<file path="src/rename_config.svh">
// Sizing macros for the rename unit: data width, register count, reorder buffer depth, tag width

`ifndef RENAME_CONFIG_SVH
`define RENAME_CONFIG_SVH

// Width of one architectural register value
`define DATA_WIDTH 32

// Number of architectural registers, r0 is hardwired to zero
`define ADDR_WIDTH 16

// Number of reorder buffer entries, kept a power of two
`define ROB_DEPTH 8

// A tag indexes one reorder buffer entry, so this is log2 of the depth
`define TAG_WIDTH 3

`endif
</file>
<file path="src/rename_pkg.sv">
// Shared types for the rename unit: reorder buffer entry and retire state encoding

`include "rename_config.svh"

package rename_pkg;

    // One reorder buffer slot
    // The done bit goes high once the execution result has been written back
    // The rdest field says which architectural register receives the data on retirement
    typedef struct packed {
        logic [$clog2(`ADDR_WIDTH)-1:0] rdest;
        logic                           done;
        logic [`DATA_WIDTH-1:0]         data;
    } rob_entry_t;

    // Retire controller states
    // RUN is normal operation, FLUSH lasts a single cycle while everything is cleared
    typedef enum logic {
        RUN   = 1'b0,
        FLUSH = 1'b1
    } retire_state_t;

endpackage

</file>
<file path="src/rename_unit.sv">
// Top level of the rename and retirement slice: register map, reorder buffer and retire FSM

`timescale 1ns/100ps

`include "rename_config.svh"

module rename_unit import rename_pkg::*; (
    input  logic                            clk,
    input  logic                            n_rst,

    // Dispatch of one instruction per cycle
    input  logic                            i_dispatch_valid,
    input  logic [$clog2(`ADDR_WIDTH)-1:0]  i_dispatch_rdest,
    input  logic [$clog2(`ADDR_WIDTH)-1:0]  i_dispatch_rsrc [0:1],
    output logic                            o_dispatch_ready,
    output logic [`TAG_WIDTH-1:0]           o_dispatch_tag,

    // Source operand status for the dispatched instruction
    output logic                            o_src_rdy  [0:1],
    output logic [`TAG_WIDTH-1:0]           o_src_tag  [0:1],
    output logic [`DATA_WIDTH-1:0]          o_src_data [0:1],

    // Execution result writeback
    input  logic                            i_wb_valid,
    input  logic [`TAG_WIDTH-1:0]           i_wb_tag,
    input  logic [`DATA_WIDTH-1:0]          i_wb_data,

    input  logic                            i_flush,

    // Retirement, one entry per cycle at most
    output logic                            o_retire_valid,
    output logic [$clog2(`ADDR_WIDTH)-1:0]  o_retire_rdest,
    output logic [`TAG_WIDTH-1:0]           o_retire_tag,
    output logic [`DATA_WIDTH-1:0]          o_retire_data
);

    logic [`TAG_WIDTH-1:0]  head;
    logic [`TAG_WIDTH-1:0]  tail;
    logic [`TAG_WIDTH:0]    count;
    logic                   full;
    logic                   empty;
    logic                   accept;
    logic                   retire;
    logic                   clear;
    rob_entry_t             head_entry;

    logic                   map_rdy  [0:1];
    logic [`TAG_WIDTH-1:0]  map_tag  [0:1];
    logic [`DATA_WIDTH-1:0] map_data [0:1];
    logic                   fwd_done [0:1];
    logic [`DATA_WIDTH-1:0] fwd_data [0:1];

    retire_control ctrl_i (
        .clk              (clk),
        .n_rst            (n_rst),
        .i_flush          (i_flush),
        .i_dispatch_valid (i_dispatch_valid),
        .i_full           (full),
        .i_empty          (empty),
        .i_head_done      (head_entry.done),
        .o_dispatch_ready (o_dispatch_ready),
        .o_accept         (accept),
        .o_retire         (retire),
        .o_clear          (clear)
    );

    rob_pointers ptr_i (
        .clk     (clk),
        .n_rst   (n_rst),
        .i_push  (accept),
        .i_pop   (retire),
        .i_clear (clear),
        .o_head  (head),
        .o_tail  (tail),
        .o_count (count),
        .o_full  (full),
        .o_empty (empty)
    );

    // Forwarding lookups use the tags that the register map holds for each source
    rob_entries rob_i (
        .clk           (clk),
        .n_rst         (n_rst),
        .i_alloc       (accept),
        .i_alloc_tag   (tail),
        .i_alloc_rdest (i_dispatch_rdest),
        .i_wb_valid    (i_wb_valid),
        .i_wb_tag      (i_wb_tag),
        .i_wb_data     (i_wb_data),
        .i_release     (retire),
        .i_release_tag (head),
        .i_clear       (clear),
        .i_lookup_tag  (map_tag),
        .o_head_entry  (head_entry),
        .o_lookup_done (fwd_done),
        .o_lookup_data (fwd_data)
    );

    register_map map_i (
        .clk                   (clk),
        .n_rst                 (n_rst),
        .i_flush               (clear),
        .i_regmap_retire_data  (head_entry.data),
        .i_regmap_retire_rdest (head_entry.rdest),
        .i_regmap_retire_tag   (head),
        .i_regmap_retire_wr_en (retire),
        .i_regmap_rename_tag   (tail),
        .i_regmap_rename_rdest (i_dispatch_rdest),
        .i_regmap_rename_wr_en (accept),
        .i_regmap_lookup_rsrc  (i_dispatch_rsrc),
        .o_regmap_lookup_rdy   (map_rdy),
        .o_regmap_lookup_tag   (map_tag),
        .o_regmap_lookup_data  (map_data)
    );

    // A source is ready from the map or from a completed entry still in flight
    for (genvar s = 0; s < 2; s++) begin : g_src
        assign o_src_rdy[s]  = map_rdy[s] || fwd_done[s];
        assign o_src_tag[s]  = map_tag[s];
        assign o_src_data[s] = map_rdy[s] ? map_data[s] : fwd_data[s];
    end

    // The new instruction takes the tail slot as its tag
    assign o_dispatch_tag = tail;

    assign o_retire_valid = retire;
    assign o_retire_rdest = head_entry.rdest;
    assign o_retire_tag   = head;
    assign o_retire_data  = head_entry.data;

endmodule

</file>
<file path="src/retire_control.sv">
// Retire FSM: in-order retirement, dispatch acceptance and one-cycle flush sequencing

`timescale 1ns/100ps

`include "rename_config.svh"

module retire_control import rename_pkg::*; (
    input  logic clk,
    input  logic n_rst,

    input  logic i_flush,
    input  logic i_dispatch_valid,

    // Status of the reorder buffer
    input  logic i_full,
    input  logic i_empty,
    input  logic i_head_done,

    output logic o_dispatch_ready,
    output logic o_accept,
    output logic o_retire,
    output logic o_clear
);

    retire_state_t state_q;
    retire_state_t state_d;

    // Any flush request sends the FSM into one cycle of clearing
    always_comb begin
        state_d = RUN;
        if (i_flush) begin
            state_d = FLUSH;
        end
    end

    always_ff @(posedge clk, negedge n_rst) begin
        if (!n_rst) begin
            state_q <= RUN;
        end else begin
            state_q <= state_d;
        end
    end

    // No new entries while the buffer is full or being cleared
    assign o_dispatch_ready = (state_q == RUN) && !i_full;
    assign o_accept         = o_dispatch_ready && i_dispatch_valid;

    // Oldest entry leaves once its result is in
    // A retirement in the cycle that raises i_flush still completes
    assign o_retire         = (state_q == RUN) && !i_empty && i_head_done;

    // Pointers, done bits and ready bits all clear at the edge that ends FLUSH
    assign o_clear          = (state_q == FLUSH);

endmodule

</file>
<file path="src/rob_entries.sv">
// Reorder buffer entry storage: allocate, writeback by tag, head read and operand forwarding

`timescale 1ns/100ps

`include "rename_config.svh"

module rob_entries import rename_pkg::*; (
    input  logic                            clk,
    input  logic                            n_rst,

    // Allocation at the tail for a dispatched instruction
    input  logic                            i_alloc,
    input  logic [`TAG_WIDTH-1:0]           i_alloc_tag,
    input  logic [$clog2(`ADDR_WIDTH)-1:0]  i_alloc_rdest,

    // Result from an execution unit, addressed by tag
    input  logic                            i_wb_valid,
    input  logic [`TAG_WIDTH-1:0]           i_wb_tag,
    input  logic [`DATA_WIDTH-1:0]          i_wb_data,

    // Retirement of the head entry, the release tag is also the head pointer
    input  logic                            i_release,
    input  logic [`TAG_WIDTH-1:0]           i_release_tag,

    // Flush clears every done bit
    input  logic                            i_clear,

    // Forwarding lookups for the tags that the register map returns
    input  logic [`TAG_WIDTH-1:0]           i_lookup_tag  [0:1],

    output rob_entry_t                      o_head_entry,
    output logic                            o_lookup_done [0:1],
    output logic [`DATA_WIDTH-1:0]          o_lookup_data [0:1]
);

    rob_entry_t entries_q [`ROB_DEPTH];

    // The head entry feeds retirement directly
    assign o_head_entry = entries_q[i_release_tag];

    // Completed but unretired results are visible here before they reach the register map
    for (genvar s = 0; s < 2; s++) begin : g_fwd
        assign o_lookup_done[s] = entries_q[i_lookup_tag[s]].done;
        assign o_lookup_data[s] = entries_q[i_lookup_tag[s]].data;
    end

    always_ff @(posedge clk, negedge n_rst) begin
        if (!n_rst) begin
            for (int i = 0; i < `ROB_DEPTH; i++) begin
                entries_q[i] <= '0;
            end
        end else if (i_clear) begin
            for (int i = 0; i < `ROB_DEPTH; i++) begin
                entries_q[i].done <= 1'b0;
            end
        end else begin
            // Later statements win, so allocation overrides a stale writeback
            // to the same slot and a writeback to a free slot is harmless
            if (i_release) begin
                entries_q[i_release_tag].done <= 1'b0;
            end
            if (i_wb_valid) begin
                entries_q[i_wb_tag].done <= 1'b1;
                entries_q[i_wb_tag].data <= i_wb_data;
            end
            if (i_alloc) begin
                entries_q[i_alloc_tag].rdest <= i_alloc_rdest;
                entries_q[i_alloc_tag].done  <= 1'b0;
            end
        end
    end

endmodule

</file>
<file path="src/rob_pointers.sv">
// Reorder buffer head, tail and occupancy counters with full and empty flags

`timescale 1ns/100ps

`include "rename_config.svh"

module rob_pointers (
    input  logic                   clk,
    input  logic                   n_rst,

    // Allocation at the tail, release at the head, clear on flush
    input  logic                   i_push,
    input  logic                   i_pop,
    input  logic                   i_clear,

    output logic [`TAG_WIDTH-1:0]  o_head,
    output logic [`TAG_WIDTH-1:0]  o_tail,
    output logic [`TAG_WIDTH:0]    o_count,
    output logic                   o_full,
    output logic                   o_empty
);

    logic [`TAG_WIDTH-1:0] head_q;
    logic [`TAG_WIDTH-1:0] tail_q;
    logic [`TAG_WIDTH:0]   count_q;

    // Advance a pointer and wrap after the last entry
    function automatic logic [`TAG_WIDTH-1:0] next_ptr(input logic [`TAG_WIDTH-1:0] ptr);
        if (ptr == `TAG_WIDTH'(`ROB_DEPTH - 1)) begin
            return '0;
        end
        return ptr + `TAG_WIDTH'(1);
    endfunction

    always_ff @(posedge clk, negedge n_rst) begin
        if (!n_rst) begin
            head_q  <= '0;
            tail_q  <= '0;
            count_q <= '0;
        end else if (i_clear) begin
            // Clear wins over any push or pop in the same cycle
            head_q  <= '0;
            tail_q  <= '0;
            count_q <= '0;
        end else begin
            if (i_push) begin
                tail_q <= next_ptr(tail_q);
            end
            if (i_pop) begin
                head_q <= next_ptr(head_q);
            end
            // Count is unchanged when one entry enters and one leaves
            case ({i_push, i_pop})
                2'b10:   count_q <= count_q + 1'b1;
                2'b01:   count_q <= count_q - 1'b1;
                default: count_q <= count_q;
            endcase
        end
    end

    assign o_head  = head_q;
    assign o_tail  = tail_q;
    assign o_count = count_q;
    assign o_full  = (count_q == (`TAG_WIDTH+1)'(`ROB_DEPTH));
    assign o_empty = (count_q == '0);

endmodule

</file>
<file path="src/register_map.sv">
// Register map: per-register data, producer tag and ready bit with rename, retire and lookup

`timescale 1ns/100ps

`include "rename_config.svh"

module register_map (
    input  logic                            clk,
    input  logic                            n_rst,

    // Flush level, sets every ready bit at the closing edge
    input  logic                            i_flush,

    // Retire write from the head of the reorder buffer
    input  logic [`DATA_WIDTH-1:0]          i_regmap_retire_data,
    input  logic [$clog2(`ADDR_WIDTH)-1:0]  i_regmap_retire_rdest,
    input  logic [`TAG_WIDTH-1:0]           i_regmap_retire_tag,
    input  logic                            i_regmap_retire_wr_en,

    // Rename write for the destination of a newly dispatched instruction
    input  logic [`TAG_WIDTH-1:0]           i_regmap_rename_tag,
    input  logic [$clog2(`ADDR_WIDTH)-1:0]  i_regmap_rename_rdest,
    input  logic                            i_regmap_rename_wr_en,

    // Two source operand lookups
    input  logic [$clog2(`ADDR_WIDTH)-1:0]  i_regmap_lookup_rsrc [0:1],
    output logic                            o_regmap_lookup_rdy  [0:1],
    output logic [`TAG_WIDTH-1:0]           o_regmap_lookup_tag  [0:1],
    output logic [`DATA_WIDTH-1:0]          o_regmap_lookup_data [0:1]
);

    // Architectural value, latest producer tag and ready bit of each register
    logic [`DATA_WIDTH-1:0] data_q [`ADDR_WIDTH];
    logic [`TAG_WIDTH-1:0]  tag_q  [`ADDR_WIDTH];
    logic [`ADDR_WIDTH-1:0] rdy_q;

    logic                   retire_en;
    logic                   rename_en;
    logic [`ADDR_WIDTH-1:0] retire_sel;
    logic [`ADDR_WIDTH-1:0] rename_sel;

    // A write to r0 means the result is thrown away
    assign retire_en  = i_regmap_retire_wr_en && (i_regmap_retire_rdest != '0);
    assign rename_en  = i_regmap_rename_wr_en && (i_regmap_rename_rdest != '0);

    // One-hot select of the register being written by each port
    assign retire_sel = `ADDR_WIDTH'(1) << i_regmap_retire_rdest;
    assign rename_sel = `ADDR_WIDTH'(1) << i_regmap_rename_rdest;

    // Lookups see the state before this cycle's rename
    // so a source equal to the destination finds the older producer
    for (genvar s = 0; s < 2; s++) begin : g_lookup
        assign o_regmap_lookup_rdy[s]  = rdy_q[i_regmap_lookup_rsrc[s]];
        assign o_regmap_lookup_tag[s]  = tag_q[i_regmap_lookup_rsrc[s]];
        assign o_regmap_lookup_data[s] = data_q[i_regmap_lookup_rsrc[s]];
    end

    // The tag records which reorder buffer entry will produce the next value
    always_ff @(posedge clk) begin
        tag_q[0] <= '0;
        for (int i = 1; i < `ADDR_WIDTH; i++) begin
            if (rename_en && rename_sel[i]) begin
                tag_q[i] <= i_regmap_rename_tag;
            end
        end
    end

    // Retired results land here in program order
    // r0 is rewritten with zero every cycle so it reads zero once out of reset
    always_ff @(posedge clk) begin
        data_q[0] <= '0;
        for (int i = 1; i < `ADDR_WIDTH; i++) begin
            if (retire_en && retire_sel[i]) begin
                data_q[i] <= i_regmap_retire_data;
            end
        end
    end

    // Ready bits, bit 0 is never cleared because writes to r0 are dropped
    always_ff @(posedge clk, negedge n_rst) begin
        if (!n_rst) begin
            rdy_q <= '1;
        end else if (i_flush) begin
            // Flushed tags will never produce data and the map already holds the last
            // retired value of every register, so all registers become ready again
            rdy_q <= '1;
        end else begin
            for (int i = 1; i < `ADDR_WIDTH; i++) begin
                if (rename_en && rename_sel[i]) begin
                    // A new producer wins over a retirement to the same register
                    rdy_q[i] <= 1'b0;
                end else if (retire_en && retire_sel[i]) begin
                    // Only the latest producer of a register may mark it ready
                    // An older retirement leaves it waiting for the newer one
                    rdy_q[i] <= (i_regmap_retire_tag == tag_q[i]);
                end
            end
        end
    end

endmodule

</file>
<file path="config.mk">
export PLATFORM = sky130hd
export DESIGN_NAME = rename_unit
export DESIGN_NICKNAME = d
export VERILOG_FILES = /design/src/rename_pkg.sv /design/src/rename_unit.sv /design/src/retire_control.sv /design/src/rob_entries.sv /design/src/rob_pointers.sv /design/src/register_map.sv
export VERILOG_INCLUDE_DIRS = /design/src
export SDC_FILE = /design/constraint.sdc
export NUM_CORES = 2
export LEC_CHECK = 0
export BUFFER_PORTS_ARGS = -buffer_cell sky130_fd_sc_hd__clkbuf_2
export CORE_UTILIZATION = 60
export DETAILED_ROUTE_END_ITERATION = 6
export PLACE_DENSITY = 0.86
export SLEW_MARGIN = 20
export SYNTH_ARGS = -nofsm -noshare
export SYNTH_HDL_FRONTEND = slang
export SYNTH_HIERARCHICAL = 1
export SYNTH_SLANG_ARGS = --single-unit
</file>
<file path="constraint.sdc">
create_clock -name clk -period 6.64 [get_ports clk]
set_input_delay 0.332 -clock clk [delete_from_list [all_inputs] [get_ports clk]]
set_output_delay 0.332 -clock clk [all_outputs]
set_load 0.05 [all_outputs]
</file>
; ---- Yosys cells after proc, flatten, opt, wreduce, memory -nomap -nowiden
; Memory sizes are Yosys's and may differ from the RTL's.
; Cells that the tools add are included.
; Widths: inputs -> output; s select.
[word_totals]
register_bits = 322
ram_bits = 560
input_bits = 52
output_inout_bits = 116
mem_count = 2
[mem_list]
columns = name, depth, word_bits, read_ports, rd_ports_with_merged_regs, write_ports, line_no
row1 = map_i.data_q, 16, 32, 2, 0, 16, register_map.sv:33  ; logic [`DATA_WIDTH-1:0] data_q [`ADDR_WIDTH];
row2 = map_i.tag_q, 16, 3, 17, 0, 16, register_map.sv:34  ; logic [`TAG_WIDTH-1:0] tag_q [`ADDR_WIDTH];
[classes]
n_addsub = 4
order_cmp = 10
n_eq_ne = 20
shifts = 2
n_mux = 151
bitwise = 6
reduce_logical = 64
[op_table]
columns = cell, n
row1 = $bwmux 296, 5
row2 = $mux 296, 5
row3 = $demux 37 s3, 5
row4 = $bmux 37 s3, 3
row5 = $mux 33, 7
row6 = $mux 37, 3
row7 = $mux 1, 107
row8 = $mux 32, 3
row9 = $reduce_bool 3->1, 16
row10 = $eq 3x3->1, 15
row11 = $logic_and 1x1->1, 39
row12 = $shl 1x4->16 const A, 2
row13 = $mux 3, 8
row14 = $ge 4x4->1 const B, 5
row15 = $not 3->4, 5
row16 = $mux 15, 1
row17 = $lt 4x1->1 const B, 3
row18 = $lt 4x5->1 const B, 2
row19 = $bmux 1 s4, 2
row20 = $pmux 4 s2, 1
row21 = $reduce_bool 4->1, 2
row22 = $add 3x1->3 const B, 2
row23 = $eq 3x3->1 const B, 2
row24 = $add 4x1->4 const B, 1
row25 = other kinds (10), 13

; ---- Depth between registers and ports, before layout
[depth]
depth_word = 16
mapped_depth = 13
depth_no_buf = 9

; ---- Cells and area by module
; The synthesis kept the hierarchy.
[by_module_without_submodules]
columns = mod, instances, cells_per_inst, area_per_inst_um2, seq_area_each_um2
row1 = register_map, 1, 1485, 25823.5, 16159.2
row2 = rob_entries, 1, 1041, 17384.2, 7407.1
row3 = rename_unit, 1, 74, 1093.5, 0.0
row4 = rob_pointers, 1, 63, 648.1, 250.2
row5 = retire_control, 1, 4, 43.8, 25.0

; ---- Worst setup path after synthesis
; OpenSTA, ideal clock, no wires.
[synth_timing]
path_kind = register to register
startpoint = register ptr_i.head_q[0] (netlist: ptr_i/o_head[0])
endpoint = register map_i.rdy_q[4]
arrival_ns = 6.396
required_time_ns = 6.560
setup_slack_ns = 0.165
stages_incl_launch_ff = 10
period_less_slack_ns = 6.475
path_cell_list = dfrtp_1 buf_2 buf_2 mux4_2 mux2_2 nor3b_1 nand3b_1 nor3_1 mux2i_1 o21bai_1
[synth_lines]
columns = item, line_no
row1 = start: declaration, rob_pointers.sv:23  ; logic [`TAG_WIDTH-1:0] head_q;
row2 = start signal: assignment, rob_pointers.sv:50  ; head_q <= next_ptr(head_q);
row3 = end signal: indexed assignment, register_map.sv:95  ; rdy_q[i] <= (i_regmap_retire_tag == tag_q[i]);
row4 = end: declaration, register_map.sv:35  ; logic [`ADDR_WIDTH-1:0] rdy_q;

==> run_results.csv <==
group,metric,value,unit
logic_synthesis,synth_edf_count,525,
die,dieArea,76100,sq um
die,io_pins,168,
worst_setup_path,crit_chain,"buf_6 -> buf_4 -> mux4_2 -> o21ai_1 -> a21oi_4 -> buf_4 -> mux4_2 -> mux2_2 -> mux2_4 -> clkbuf_2",
logic_synthesis,syn_inst,2667,
route,vias,28500,
worst_setup_path,critPathKind,"in -> out",
timing,worst_slack,1.82,ns
route,drtIter0Drc,3369,
layout,regArea,23900,sq um
placement,place_congestion,0.839,
logic_synthesis,ys_seq_area_share,53.0,%
placement,portBuffers,167,
timing,drv_slew,0,
layout,nFillCells,4758,
global_routing,grt_pass1_wl,187000,um
clock_tree,cts_setup_buffers,0,
worst_setup_path,required,6.31,ns
layout,area_delta_synth_final,9.93,%
worst_setup_path,critPathMaxStageDelay,0.79,ns
power_and_ir_drop,power,14300,uW
logic_synthesis,async_reset_ff_share,38.0,%
worst_setup_path,path_max_fanout,59,
worst_setup_path,end_kind,"primary output",
clock_tree,cts_tree,"yes",
worst_setup_path,worstRegToRegCells,7,
logic_synthesis,syn_area,45000,sq um
global_routing,grt_pass1_vias,29500,
timing,setup_viol,0,
logic_synthesis,synth_warnings,6,
layout,layout.nets,2824,
route,vias_per_cell,7.49,
worst_setup_path,reg2reg_slack,2.20,ns
logic_synthesis,synth-seq-cells,847,
timing,fin_crit,4.82,ns
timing,rsz0062_at_grt,"false",
power_and_ir_drop,powerDensity,289,nW/um^2
route,firstDrtPassIters,6,
outcome,status,"finished clean",
clock_tree,cts.clk_slew.worst_paths,0.06,ns
placement,dp_hpwl,73700,um
die,fp.dieH,276,um
placement,dp_slack,1.94,ns
global_routing,gr-usage-all-layers,33.4,%
logic_synthesis,synth_area_leaders,"edfxtp_1, mux4_2, dfrtp_1, mux2_2, mux2i_1",
global_routing,antenna_found_initial,3,
die,num_rows,100,
worst_hold_path,hold_class,"in -> reg",
logic_synthesis,syn_avg_cell_area,16.9,sq um
global_routing,grt_max_degree,174,
global_routing,grt_overflow,0,
run,drv_cap,0,
clock_tree,clockBufferDepth,3,
power_and_ir_drop,ir_drop,0.258,mV
logic_synthesis,synth_common_cells,"edfxtp_1, mux2_2, mux4_2",
clock_tree,cts.sinks,847,
timing,skew,0.0300,ns
timing,worst_pin_slew,1.14,ns
die,start_util,60.5,%
timing,setup_tns,0,ns
timing,slew_headroom,23.8,%
route,drt.antenna.violating_nets,0,
logic_synthesis,synth_nets,2725,
clock_tree,htree_levels,3,
route,drcViolationCount,0,
worst_setup_path,start_kind,"primary input",
route,drt-total-wl,126000,um
timing,timing.fmax,0.207,GHz
route,wl_per_cell,33.1,um
worst_setup_path,arrival,4.49,ns
timing,finalHoldViolations,0,
layout,multiInputGateArea,20100,sq um
placement,placed_cells,3642,
worst_setup_path,cp-startpoint,"i_dispatch_rsrc[1]",
clock_tree,cts_made_buffers,89,
power_and_ir_drop,p_leak,0.0185,uW
worst_setup_path,critPathSlowestCell,"buf_4",
layout,finalNonFillerCells,3811,
layout,layout-drive-gt1-share,45.8,%
worst_setup_path,endpoint,"o_src_data[1]",
logic_synthesis,synthFlopType,"edfxtp_1",
clock_tree,cts_root_buf,"clkbuf_16",
timing,whs,0.0268,ns
die,core-area,74300,sq um
clock_tree,insertion_delay,0.65,ns
logic_synthesis,netlist.area_leader.share,35.0,%
worst_setup_path,r2r-start,"ptr_i/o_head[2]",
worst_setup_path,r2r_end,"map_i/data_q[2][13]",
die,die_w,276,um
logic_synthesis,yosysUniqueCellTypes,56,
timing,finalCritPeriodShare,72.6,%
logic_synthesis,yosys.area.top_type,"edfxtp_1",
logic_synthesis,yosysMostFrequentCell,"edfxtp_1",
[area by class of cell]
cell class	count	share of cell area, %
inverter	3	0.0228
clock buffer	123	5.05
multi-input combinational	1593	40.6
clock inverter	42	0.716
tap	969	2.45
antenna	2	0.0101
timing repair buffer	232	2.89
sequential	847	48.2
[worst max-delay path: cells and delay by family]
family	cells	cell delay, ns
compound gates	2	0.73
mux	4	1.34
buf+inv	4	1.91
[placed cells by master (no fill, tap or decap), drive strengths merged, types with 2 or more instances in the layout]
cell type and instances:
xor2 46, clkinvlp 3, a22o 20, and2 5, inv 8, a21oi 40
nand3b 7, buf 69, a221oi 95, or3 2, o31ai 2, nor3 22
o211ai 3, o21bai 15, nor3b 10, nand3 10, clkinv 31, or2 3
mux4 358, or3b 2, dfrtp 307, nor2 43, o21ai 66, nand2b 31
bufinv 3, mux2i 191, nand2 18, edfxtp 525, ha 6, a221o 50
dfstp 15, mux2 526, dlygate4sd3 2, diode 2, clkbuf 284, nor2b 11
[logic make-up after synthesis]
family	count (synthesis)	synth area share (%)
multiplexers	1075	36.1
flip-flops	847	53.0
AO/OA/AOI/OAI	296	4.98
buffers and inverters	227	2.83
AND/OR/NAND/NOR	169	2.05
XOR/XNOR	47	0.915
adder cells (fa/ha/maj)	6	0.167
[state kept, by name (all words and copies together), names as in the netlist]
signal and flops:
ctrl_i/o_clear 1, map_i/tag_q 45, ptr_i/o_count 4, ptr_i/o_head 3
map_i/rdy_q 15, map_i/data_q 480, ptr_i/o_tail 3, rob_i/entries_q 296
[where the power goes]
part / switching (uW) / leakage [uW] / total [uW] / internal [uW]
Clock: 2110 / 0.00139 / 4870 / 2770
Sequential: 399 / 0.00873 / 6580 / 6180
Combinational: 1510 / 0.00839 / 2850 / 1330
Total: 4020 / 0.0185 / 14300 / 10300
[stage by stage]
step | utilization, % | instance area, sq um
6_report | 66.5 | 49500
5_1_grt | 66.5 | 49500
4_1_cts | 66.5 | 49500
3_5_place_dp | 62.7 | 46600
3_3_place_gp | 62.7 | 46600
2_1_floorplan | - | 45000
[timing repair]
item	CTS	global route
gates resized for setup	0	0
hold buffers	2	0
hold endpoints to repair	68	0
[worst min-delay path by stage]
stage             startpoint              endpoint  slack (ns)  depth (start not counted)
4_1_cts        i_wb_data[28]  rob_i/entries_q[250]      0.0006                          2
2_1_floorplan          n_rst        ctrl_i/o_clear        0.04                          0
6_report       i_wb_data[28]  rob_i/entries_q[250]        0.03                          2
5_1_grt        i_wb_data[29]  rob_i/entries_q[288]        0.03                          2
3_3_place_gp           n_rst  rob_i/entries_q[193]        0.38                          1
3_5_place_dp           n_rst  rob_i/entries_q[267]        0.38                          1
[routing by layer]
layer / global-route usage [%] / wire [um]
met1: 44.1 / 44600
met2: 53.7 / 61600
met3: 5.88 / 13100
met4: 16.7 / 6690
met5: 0 / 13
Power figures use the tool's default switching activity.
